**config.mk**
```make
export PLATFORM = sky130hd
export DESIGN_NAME = edge_update_cu
export DESIGN_NICKNAME = d
export VERILOG_FILES = /design/src/hdl/graph_cu_pkg.sv /design/src/hdl/sync_fifo.sv /design/src/hdl/vertex_job_decode.sv /design/src/hdl/edge_match_execute.sv /design/src/hdl/update_write_result.sv /design/src/hdl/edge_update_cu.sv
export SDC_FILE = /design/constraint.sdc
export NUM_CORES = 1
export LEC_CHECK = 0
export BUFFER_PORTS_ARGS = -buffer_cell sky130_fd_sc_hd__buf_2
export CAP_MARGIN = 10
export CORE_ASPECT_RATIO = 0.75
export CORE_MARGIN = 2
export CORE_UTILIZATION = 60
export DETAILED_ROUTE_END_ITERATION = 12
export GPL_TIMING_DRIVEN = 1
export PLACE_DENSITY = 0.88
export SYNTH_ARGS = -nofsm -noshare
export SYNTH_HDL_FRONTEND = slang
export SYNTH_HIERARCHICAL = 1
export SYNTH_SLANG_ARGS = --single-unit
```
**constraint.sdc**
```tcl
create_clock -name clock -period 8.1 [get_ports clock]
set_input_delay 0.405 -clock clock [delete_from_list [all_inputs] [get_ports clock]]
set_output_delay 0.405 -clock clock [all_outputs]
set_load 0.01 [all_outputs]
```
**src/hdl/graph_cu_pkg.sv**
```systemverilog
// Field widths and record types for the edge-update compute unit
package graph_cu_pkg;

	localparam int VERTEX_ID_W  = 16;
	localparam int EDGE_COUNT_W = 16;
	localparam int EDGE_DATA_W  = 8;
	localparam int COUNTER_W    = 32;
	localparam int CU_COORD_W   = 4;

	typedef logic [VERTEX_ID_W-1:0]  vertex_id_t;
	typedef logic [EDGE_COUNT_W-1:0] edge_count_t;
	typedef logic [EDGE_DATA_W-1:0]  edge_data_t;
	typedef logic [COUNTER_W-1:0]    counter_t;
	typedef logic [CU_COORD_W-1:0]   cu_coord_t;

	// Vertex job from the dispatcher
	typedef struct packed {
		vertex_id_t  id;
		edge_count_t edge_count;
	} vertex_job_payload_t;

	typedef struct packed {
		logic                valid;
		vertex_job_payload_t payload;
	} vertex_job_t;

	// Edge record from the edge buffer
	typedef struct packed {
		vertex_id_t src;
		vertex_id_t dest;
		edge_data_t data;
	} edge_rec_payload_t;

	typedef struct packed {
		logic              valid;
		edge_rec_payload_t payload;
	} edge_rec_t;

	// Update record sent on the write bus
	typedef struct packed {
		vertex_id_t index;
		cu_coord_t  cu_x;
		cu_coord_t  cu_y;
		logic       flag;
		vertex_id_t dest;
	} edge_update_payload_t;

	typedef struct packed {
		logic                 valid;
		edge_update_payload_t payload;
	} edge_update_t;

	// Write response echoes the update index
	typedef struct packed {
		logic       valid;
		vertex_id_t index;
	} write_resp_t;

	typedef struct packed {
		logic full;
		logic alfull;
		logic empty;
	} queue_status_t;

endpackage

```
**src/hdl/sync_fifo.sv**
```systemverilog
// Synchronous first-word-fall-through FIFO with full, almost-full and empty flags
`timescale 1ns/1ps

module sync_fifo #(
	parameter int WIDTH = 8,
	parameter int DEPTH = 8
) (
	input  logic             clock,
	input  logic             rstn,
	input  logic             push,
	input  logic [WIDTH-1:0] data_in,
	input  logic             pop,
	output logic [WIDTH-1:0] data_out,
	output logic             full,
	output logic             alfull,
	output logic             empty
);

	localparam int AW = (DEPTH > 1) ? $clog2(DEPTH) : 1;
	localparam int CW = $clog2(DEPTH + 1);

	logic [WIDTH-1:0] mem [DEPTH];
	logic [AW-1:0]    wr_ptr;
	logic [AW-1:0]    rd_ptr;
	logic [CW-1:0]    count;
	logic             do_push;
	logic             do_pop;

	// Wrap at DEPTH, which need not be a power of two
	function automatic logic [AW-1:0] next_ptr(input logic [AW-1:0] ptr);
		return (ptr == AW'(DEPTH - 1)) ? '0 : ptr + 1'b1;
	endfunction

	assign do_push  = push && !full;
	assign do_pop   = pop && !empty;
	assign data_out = mem[rd_ptr];
	assign full     = (count == CW'(DEPTH));
	// Two entries of slack for data already in flight
	assign alfull   = (count >= CW'(DEPTH - 2));
	assign empty    = (count == '0);

	always_ff @(posedge clock or negedge rstn) begin
		if (!rstn) begin
			wr_ptr <= '0;
			rd_ptr <= '0;
			count  <= '0;
		end else begin
			if (do_push)
				wr_ptr <= next_ptr(wr_ptr);
			if (do_pop)
				rd_ptr <= next_ptr(rd_ptr);
			case ({do_push, do_pop})
				2'b10:   count <= count + 1'b1;
				2'b01:   count <= count - 1'b1;
				default: count <= count;
			endcase
		end
	end

	always_ff @(posedge clock) begin
		if (do_push)
			mem[wr_ptr] <= data_in;
	end

endmodule

```
**src/hdl/vertex_job_decode.sv**
```systemverilog
// Input registering, enable register, job latch and edge countdown
`timescale 1ns/1ps

module vertex_job_decode (
	input  logic                        clock,
	input  logic                        rstn,
	input  logic                        enable,
	input  graph_cu_pkg::vertex_job_t   vertex_job,
	input  graph_cu_pkg::edge_rec_t     edge_in,
	input  logic                        count_dec,
	input  logic                        finish_hold,
	input  graph_cu_pkg::queue_status_t queue_status,
	output logic                        enabled,
	output graph_cu_pkg::vertex_job_t   job_cur,
	output graph_cu_pkg::edge_rec_t     edge_reg,
	output logic                        countdown_zero,
	output logic                        job_ready,
	output logic                        edge_request
);

	logic                              job_valid_q;
	graph_cu_pkg::vertex_job_payload_t job_payload_q;
	logic                              edge_valid_q;
	graph_cu_pkg::edge_rec_payload_t   edge_payload_q;
	graph_cu_pkg::edge_count_t         countdown;
	logic                              accept;

	assign accept         = enabled && job_ready && vertex_job.valid;
	assign countdown_zero = (countdown == '0);
	assign job_cur        = '{valid: job_valid_q, payload: job_payload_q};
	assign edge_reg       = '{valid: edge_valid_q, payload: edge_payload_q};

	//////////////////////////////
	// Control registers
	//////////////////////////////

	always_ff @(posedge clock or negedge rstn) begin
		if (!rstn) begin
			enabled      <= 1'b0;
			job_valid_q  <= 1'b0;
			edge_valid_q <= 1'b0;
			countdown    <= '0;
			job_ready    <= 1'b0;
			edge_request <= 1'b0;
		end else begin
			enabled <= enable;
			if (enabled) begin
				edge_valid_q <= edge_in.valid;
				if (accept) begin
					job_valid_q <= 1'b1;
					countdown   <= vertex_job.payload.edge_count;
				end else begin
					// Job retires once execute starts its hold
					if (finish_hold)
						job_valid_q <= 1'b0;
					if (count_dec && !countdown_zero)
						countdown <= countdown - 1'b1;
				end
				job_ready    <= !accept && !job_valid_q && !finish_hold;
				// Stop fetching early so queued updates always fit
				edge_request <= job_valid_q && !finish_hold && !queue_status.alfull;
			end
		end
	end

	// Payload registers
	always_ff @(posedge clock) begin
		if (enabled)
			edge_payload_q <= edge_in.payload;
		if (accept)
			job_payload_q <= vertex_job.payload;
	end

	// Dispatcher must respect job_ready
	assert property (@(posedge clock) disable iff (!rstn)
		vertex_job.valid |-> job_ready);

endmodule

```
**src/hdl/edge_match_execute.sv**
```systemverilog
// Edge compare against the current job, update build and finish hold register
`timescale 1ns/1ps

module edge_match_execute #(
	parameter int CU_ID_X     = 1,
	parameter int CU_ID_Y     = 1,
	parameter int FINISH_HOLD = 5
) (
	input  logic                        clock,
	input  logic                        rstn,
	input  logic                        enabled,
	input  graph_cu_pkg::vertex_job_t   job_cur,
	input  graph_cu_pkg::edge_rec_t     edge_reg,
	input  logic                        countdown_zero,
	output logic                        count_dec,
	output logic                        finish_hold,
	output graph_cu_pkg::edge_update_t  upd,
	output logic                        finish_no_update
);

	logic                               live;
	logic                               match;
	logic                               data_nz;
	logic                               hit;
	logic                               finish_start;
	logic [FINISH_HOLD-1:0]             hold;
	logic                               upd_valid_q;
	graph_cu_pkg::edge_update_payload_t upd_payload_q;
	logic                               job_updated;

	//////////////////////////////
	// Match logic
	//////////////////////////////

	// No edge counts once the job has finished
	assign live    = enabled && job_cur.valid && !finish_hold;
	assign match   = edge_reg.valid && (edge_reg.payload.src == job_cur.payload.id);
	assign data_nz = |edge_reg.payload.data;
	assign hit     = live && match && data_nz;

	// Zero-data edge of this vertex uses up one count
	assign count_dec = live && match && !data_nz;

	// An update wins over an exhausted count in the same cycle
	assign finish_start = hit || (live && countdown_zero);
	assign finish_hold  = |hold;

	assign upd = '{valid: upd_valid_q, payload: upd_payload_q};

	//////////////////////////////
	// Update and finish hold
	//////////////////////////////

	always_ff @(posedge clock or negedge rstn) begin
		if (!rstn) begin
			upd_valid_q      <= 1'b0;
			finish_no_update <= 1'b0;
			hold             <= '0;
		end else if (enabled) begin
			upd_valid_q      <= hit;
			finish_no_update <= live && countdown_zero && !hit;
			// Shift a single finish marker through FINISH_HOLD stages
			hold             <= (hold << 1) | FINISH_HOLD'(finish_start);
		end else begin
			upd_valid_q      <= 1'b0;
			finish_no_update <= 1'b0;
		end
	end

	always_ff @(posedge clock) begin
		if (hit) begin
			upd_payload_q.index <= job_cur.payload.id;
			upd_payload_q.cu_x  <= graph_cu_pkg::cu_coord_t'(CU_ID_X);
			upd_payload_q.cu_y  <= graph_cu_pkg::cu_coord_t'(CU_ID_Y);
			upd_payload_q.flag  <= 1'b1;
			upd_payload_q.dest  <= edge_reg.payload.dest;
		end
	end

	// Remembers an update already sent for the current job
	always_ff @(posedge clock or negedge rstn) begin
		if (!rstn)
			job_updated <= 1'b0;
		else if (!job_cur.valid)
			job_updated <= 1'b0;
		else if (upd_valid_q)
			job_updated <= 1'b1;
	end

	// A job produces at most one update
	assert property (@(posedge clock) disable iff (!rstn)
		upd_valid_q |-> !job_updated);

endmodule

```
**src/hdl/update_write_result.sv**
```systemverilog
// Update queue, write bus request and grant, response and vertex counters
`timescale 1ns/1ps

module update_write_result #(
	parameter int QUEUE_DEPTH = 8
) (
	input  logic                        clock,
	input  logic                        rstn,
	input  logic                        enabled,
	input  graph_cu_pkg::edge_update_t  upd,
	input  logic                        finish_no_update,
	input  logic                        write_grant,
	input  logic                        bus_alfull,
	input  graph_cu_pkg::write_resp_t   write_resp,
	output logic                        write_request,
	output graph_cu_pkg::edge_update_t  write_out,
	output graph_cu_pkg::queue_status_t queue_status,
	output graph_cu_pkg::counter_t      resp_count,
	output graph_cu_pkg::counter_t      vertices_done
);

	localparam int PAYLOAD_W = $bits(graph_cu_pkg::edge_update_payload_t);

	logic                 q_full;
	logic                 q_alfull;
	logic                 q_empty;
	logic [PAYLOAD_W-1:0] head;
	logic                 grant_q;
	logic                 pop;
	logic                 resp_seen;

	assign queue_status = '{full: q_full, alfull: q_alfull, empty: q_empty};

	//////////////////////////////
	// Write bus side
	//////////////////////////////

	assign write_request = enabled && !q_empty && !bus_alfull;

	// Grant is acted on next cycle, and only if the bus still has room
	assign pop       = enabled && grant_q && !bus_alfull && !q_empty;
	assign write_out = '{valid: pop, payload: graph_cu_pkg::edge_update_payload_t'(head)};

	sync_fifo #(
		.WIDTH(PAYLOAD_W),
		.DEPTH(QUEUE_DEPTH)
	) update_queue_i (
		.clock   (clock),
		.rstn    (rstn),
		.push    (upd.valid),
		.data_in (upd.payload),
		.pop     (pop),
		.data_out(head),
		.full    (q_full),
		.alfull  (q_alfull),
		.empty   (q_empty)
	);

	//////////////////////////////
	// Grant latch and counters
	//////////////////////////////

	always_ff @(posedge clock or negedge rstn) begin
		if (!rstn) begin
			grant_q       <= 1'b0;
			resp_seen     <= 1'b0;
			resp_count    <= '0;
			vertices_done <= '0;
		end else begin
			if (enabled) begin
				grant_q   <= write_grant && !bus_alfull;
				resp_seen <= write_resp.valid;
			end else begin
				resp_seen <= 1'b0;
			end
			resp_count    <= resp_count + graph_cu_pkg::counter_t'(resp_seen);
			// A response and a no-update finish may land together
			vertices_done <= vertices_done + graph_cu_pkg::counter_t'(resp_seen)
			                 + graph_cu_pkg::counter_t'(finish_no_update);
		end
	end

	// Edge fetch throttling upstream must keep the queue from overflowing
	assert property (@(posedge clock) disable iff (!rstn)
		upd.valid |-> !q_full);

endmodule

```
**src/hdl/edge_update_cu.sv**
```systemverilog
// Edge-update compute unit top level with decode, execute and result stages
`timescale 1ns/1ps

module edge_update_cu #(
	parameter int CU_ID_X     = 1,
	parameter int CU_ID_Y     = 1,
	parameter int FINISH_HOLD = 5,
	parameter int QUEUE_DEPTH = 8
) (
	input  logic                       clock,
	input  logic                       rstn,
	input  logic                       enable,
	input  graph_cu_pkg::vertex_job_t  vertex_job,
	input  graph_cu_pkg::edge_rec_t    edge_in,
	input  logic                       write_grant,
	input  logic                       bus_alfull,
	input  graph_cu_pkg::write_resp_t  write_resp,
	output logic                       job_ready,
	output logic                       edge_request,
	output logic                       write_request,
	output graph_cu_pkg::edge_update_t write_out,
	output graph_cu_pkg::counter_t     resp_count,
	output graph_cu_pkg::counter_t     vertices_done
);

	logic                        enabled;
	graph_cu_pkg::vertex_job_t   job_cur;
	graph_cu_pkg::edge_rec_t     edge_reg;
	logic                        countdown_zero;
	logic                        count_dec;
	logic                        finish_hold;
	graph_cu_pkg::edge_update_t  upd;
	logic                        finish_no_update;
	graph_cu_pkg::queue_status_t queue_status;

	vertex_job_decode decode_i (
		.clock         (clock),
		.rstn          (rstn),
		.enable        (enable),
		.vertex_job    (vertex_job),
		.edge_in       (edge_in),
		.count_dec     (count_dec),
		.finish_hold   (finish_hold),
		.queue_status  (queue_status),
		.enabled       (enabled),
		.job_cur       (job_cur),
		.edge_reg      (edge_reg),
		.countdown_zero(countdown_zero),
		.job_ready     (job_ready),
		.edge_request  (edge_request)
	);

	edge_match_execute #(
		.CU_ID_X    (CU_ID_X),
		.CU_ID_Y    (CU_ID_Y),
		.FINISH_HOLD(FINISH_HOLD)
	) execute_i (
		.clock           (clock),
		.rstn            (rstn),
		.enabled         (enabled),
		.job_cur         (job_cur),
		.edge_reg        (edge_reg),
		.countdown_zero  (countdown_zero),
		.count_dec       (count_dec),
		.finish_hold     (finish_hold),
		.upd             (upd),
		.finish_no_update(finish_no_update)
	);

	update_write_result #(
		.QUEUE_DEPTH(QUEUE_DEPTH)
	) result_i (
		.clock           (clock),
		.rstn            (rstn),
		.enabled         (enabled),
		.upd             (upd),
		.finish_no_update(finish_no_update),
		.write_grant     (write_grant),
		.bus_alfull      (bus_alfull),
		.write_resp      (write_resp),
		.write_request   (write_request),
		.write_out       (write_out),
		.queue_status    (queue_status),
		.resp_count      (resp_count),
		.vertices_done   (vertices_done)
	);

endmodule

```
==> key figures <==
Floorplan
  – Starting density of the core: between 60% and 70%
  – Die Y: 164 um
  – Die W: ~220 um
  – CORE AREA: roughly 0.034 mm^2
  – Row count: 58
  – Die Area: approximately 0.036 mm^2
  – # IOs: approximately 210

Timing
  – Final worst path period need: 3.86 ns
  – Max-slew headroom: 18.8%
  – Fin. max-slew vios: 0
  – Worst setup margin: about 4.2 ns
  – Fin. Hold Viols: 0
  – Slew at the pin closest to its max-slew limit: 1.22 ns
  – Worst Skew: between 0.015 and 0.02 ns
  – TNS Setup: 0 ns
  – Worst hold slack: 0.0241 ns
  – Final setup violation count: 0
  – Unrepaired setup endpoints after global routing: no
  – Fmax: between 200 and 300 MHz
  – Period utilization: between 40 and 50%

Worst setup path
  – Critical path fanouts, max: 46
  – CP Launch Type: flip-flop
  – Slowest-stage cell, CP: dfrtp_4
  – CP endpoint kind: output pin
  – CP arrival: around 3.5 ns
  – Critical Path RT: between 7 and 8 ns
  – Setup CP Type: flip-flop to output pin
  – Worst-path cell chain: buf_4, mux4_2, mux2_2, buf_2
  – CP max stage delay: 0.93 ns

Power
  – Sw frac: around 25%
  – Power density cells: roughly 270 mW/mm^2
  – Internal Power: 4.73 mW
  – Flop pwr share: between 40 and 50%
  – Psw: approximately 1.6 mW
  – Leakage: about 8.5 nW
  – Clk pwr share: 33.0%
  – Peak VDD IR: between 0.0002 and 0.0003 V
  – Comb pwr share: between 10% and 20%

Global route
  – Met2 usage: between 30% and 40%
  – Pin count of the biggest net entering global routing: 85
  – Initial antenna violation count: 4
  – First-pass GRT wire length: approximately 63 mm
  – Total grt overflow: 0
  – Total track usage: 23.7%
  – GR Util met1: 33.5%
  – Peak-usage layer in the global routing report: met2
  – Met3 Track Usage GR: 5.10%
  – Vias in the first global route: between 10,000 and 15,000

Drt
  – Via count: ~11,000
  – DRC Markers: 0
  – Vias per Instance: ~5.9
  – Avg WL per Cell: 23.2 um
  – WL final: ~42 mm
  – DRT iter0 DRCs: ~840
  – Drt first pass iters: 5
  – Post-DRT Antenna Nets: 0

Clock network
  – CTS Root Cell: clkbuf_16
  – TritonCTS Buffers: 46
  – Clock net sink count: 520
  – Clock-pin slew on the worst setup and hold paths: 0.06 ns
  – Clock Tree Buf Depth: 3
  – Number of H-tree levels: 2
  – TritonCTS clock tree: built
  – Worst-Skew Late Latency: approximately 0.56 ns

Placed design
  – PortBufs: around 190
  – Placed cell count: 1,704
  – Dpl ws: between 4 and 5 ns
  – Hpwl dp: about 25 mm
  – Gpl congestion: roughly 0.84

Yosys
  – Synthesized cell area: a little over 0.02 mm^2
  – Syn Area/Cell: about 19 um^2
  – Yosys Warn Count: 6
  – Post-Synthesis Cells: approximately 1,100

Layout
  – Max FFs per register: roughly 330
  – Area delta synth->final: 14.0%
  – Share of layout cells above drive strength 1: 33.3%
  – Layout Utilization: a little over two thirds
  – Nets: between 1,000 and 1,500
  – Final std cells w/o fill: ~1,800

Outcome
  – Status: finished clean

Worst hold path
  – Worst hold path class: input pin to flip-flop

Job
  – Max cap viols: 0
what timing repair did:
item | in CTS | in global routing
hold buffers | 3 | 1
endpoints found under the hold margin | 34 | 1
gates resized for setup | 0 | 0
buffers inserted | 0 | 0
power by group through the flow:
stage                     Combinational [mW]  Clock [mW]  Sequential, mW
after floorplan                        0.908           0            3.05
after global placement                  1.08           0            3.19
after detailed placement                1.11           0            3.20
after CTS                               1.12        2.12            3.14
after global routing                    1.18        2.22            3.16
final                                   1.10        2.09            3.14
worst max-delay path: cells and delay by family (launching register included):
kind / cells / cell delay (ns)
flip-flops: 1 / 0.93
buffers and inverters: 2 / 0.98
multiplexers: 2 / 0.94
per-stage QoR:
stage	instance area, um^2	power [mW]
final	23500	6.33
after global routing	23500	6.57
after CTS	23500	6.39
after detailed placement	22000	4.31
after global placement	22000	4.27
after floorplan	20600	3.95
area by class of cell:
cell class                 count  area, um^2
antenna                        2        5.00
clock buffer                  64        1270
clock inverter                22         174
fill                        2040       10200
inverter                      20        75.1
multi-input combinational    511        5200
sequential                   520       15100
tap                          450         563
timing repair buffer         207        1100
worst paths after layout:
kind | start | endpoint | slack, ns | depth (start not counted)
setup reg to reg | result_i/update_queue_i/count[1]$_DFFE_PN0P_ | result_i/update_queue_i/count[3]$_DFFE_PN0P_ | 4.88 | 10
hold / removal | edge_in[22] | decode_i/edge_reg[22]$_DFFE_PP_ | 0.02 | 1
setup / recovery | result_i/update_queue_i/rd_ptr[0]$_DFFE_PN0P_ | write_out[1] | 4.24 | 4
hold reg to reg | decode_i/edge_reg[14]$_DFFE_PP_ | execute_i/upd[6]$_DFFE_PP_ | 0.42 | 0
max in group asynchronous | rstn | result_i/update_queue_i/rd_ptr[1]$_DFFE_PN0P_ | 6.39 | 3
min in group asynchronous | rstn | result_i/vertices_done[2]$_DFF_PN0_ | 0.34 | 2
layout by cell type, fill, tap and decap left out, types with 18 or more instances in the layout:
cell and instances:
inv_1 20, xnor2_1 49, dfrtp_1 100, clkbuf_16 46
mux2_2 46, nand2_1 42, nor2_1 22, xor2_1 39
nand3_1 30, buf_2 187, mux4_2 82, nand4_1 18
edfxtp_1 416
per-layer routing:
metal | up-vias | routed length [um]
li1 | 4694 | -
met5 | - | 27
met3 | 57 | 2950
met4 | 4 | 608
met1 | 5474 | 17500
met2 | 408 | 20600
Power figures use the tool's default switching activity.
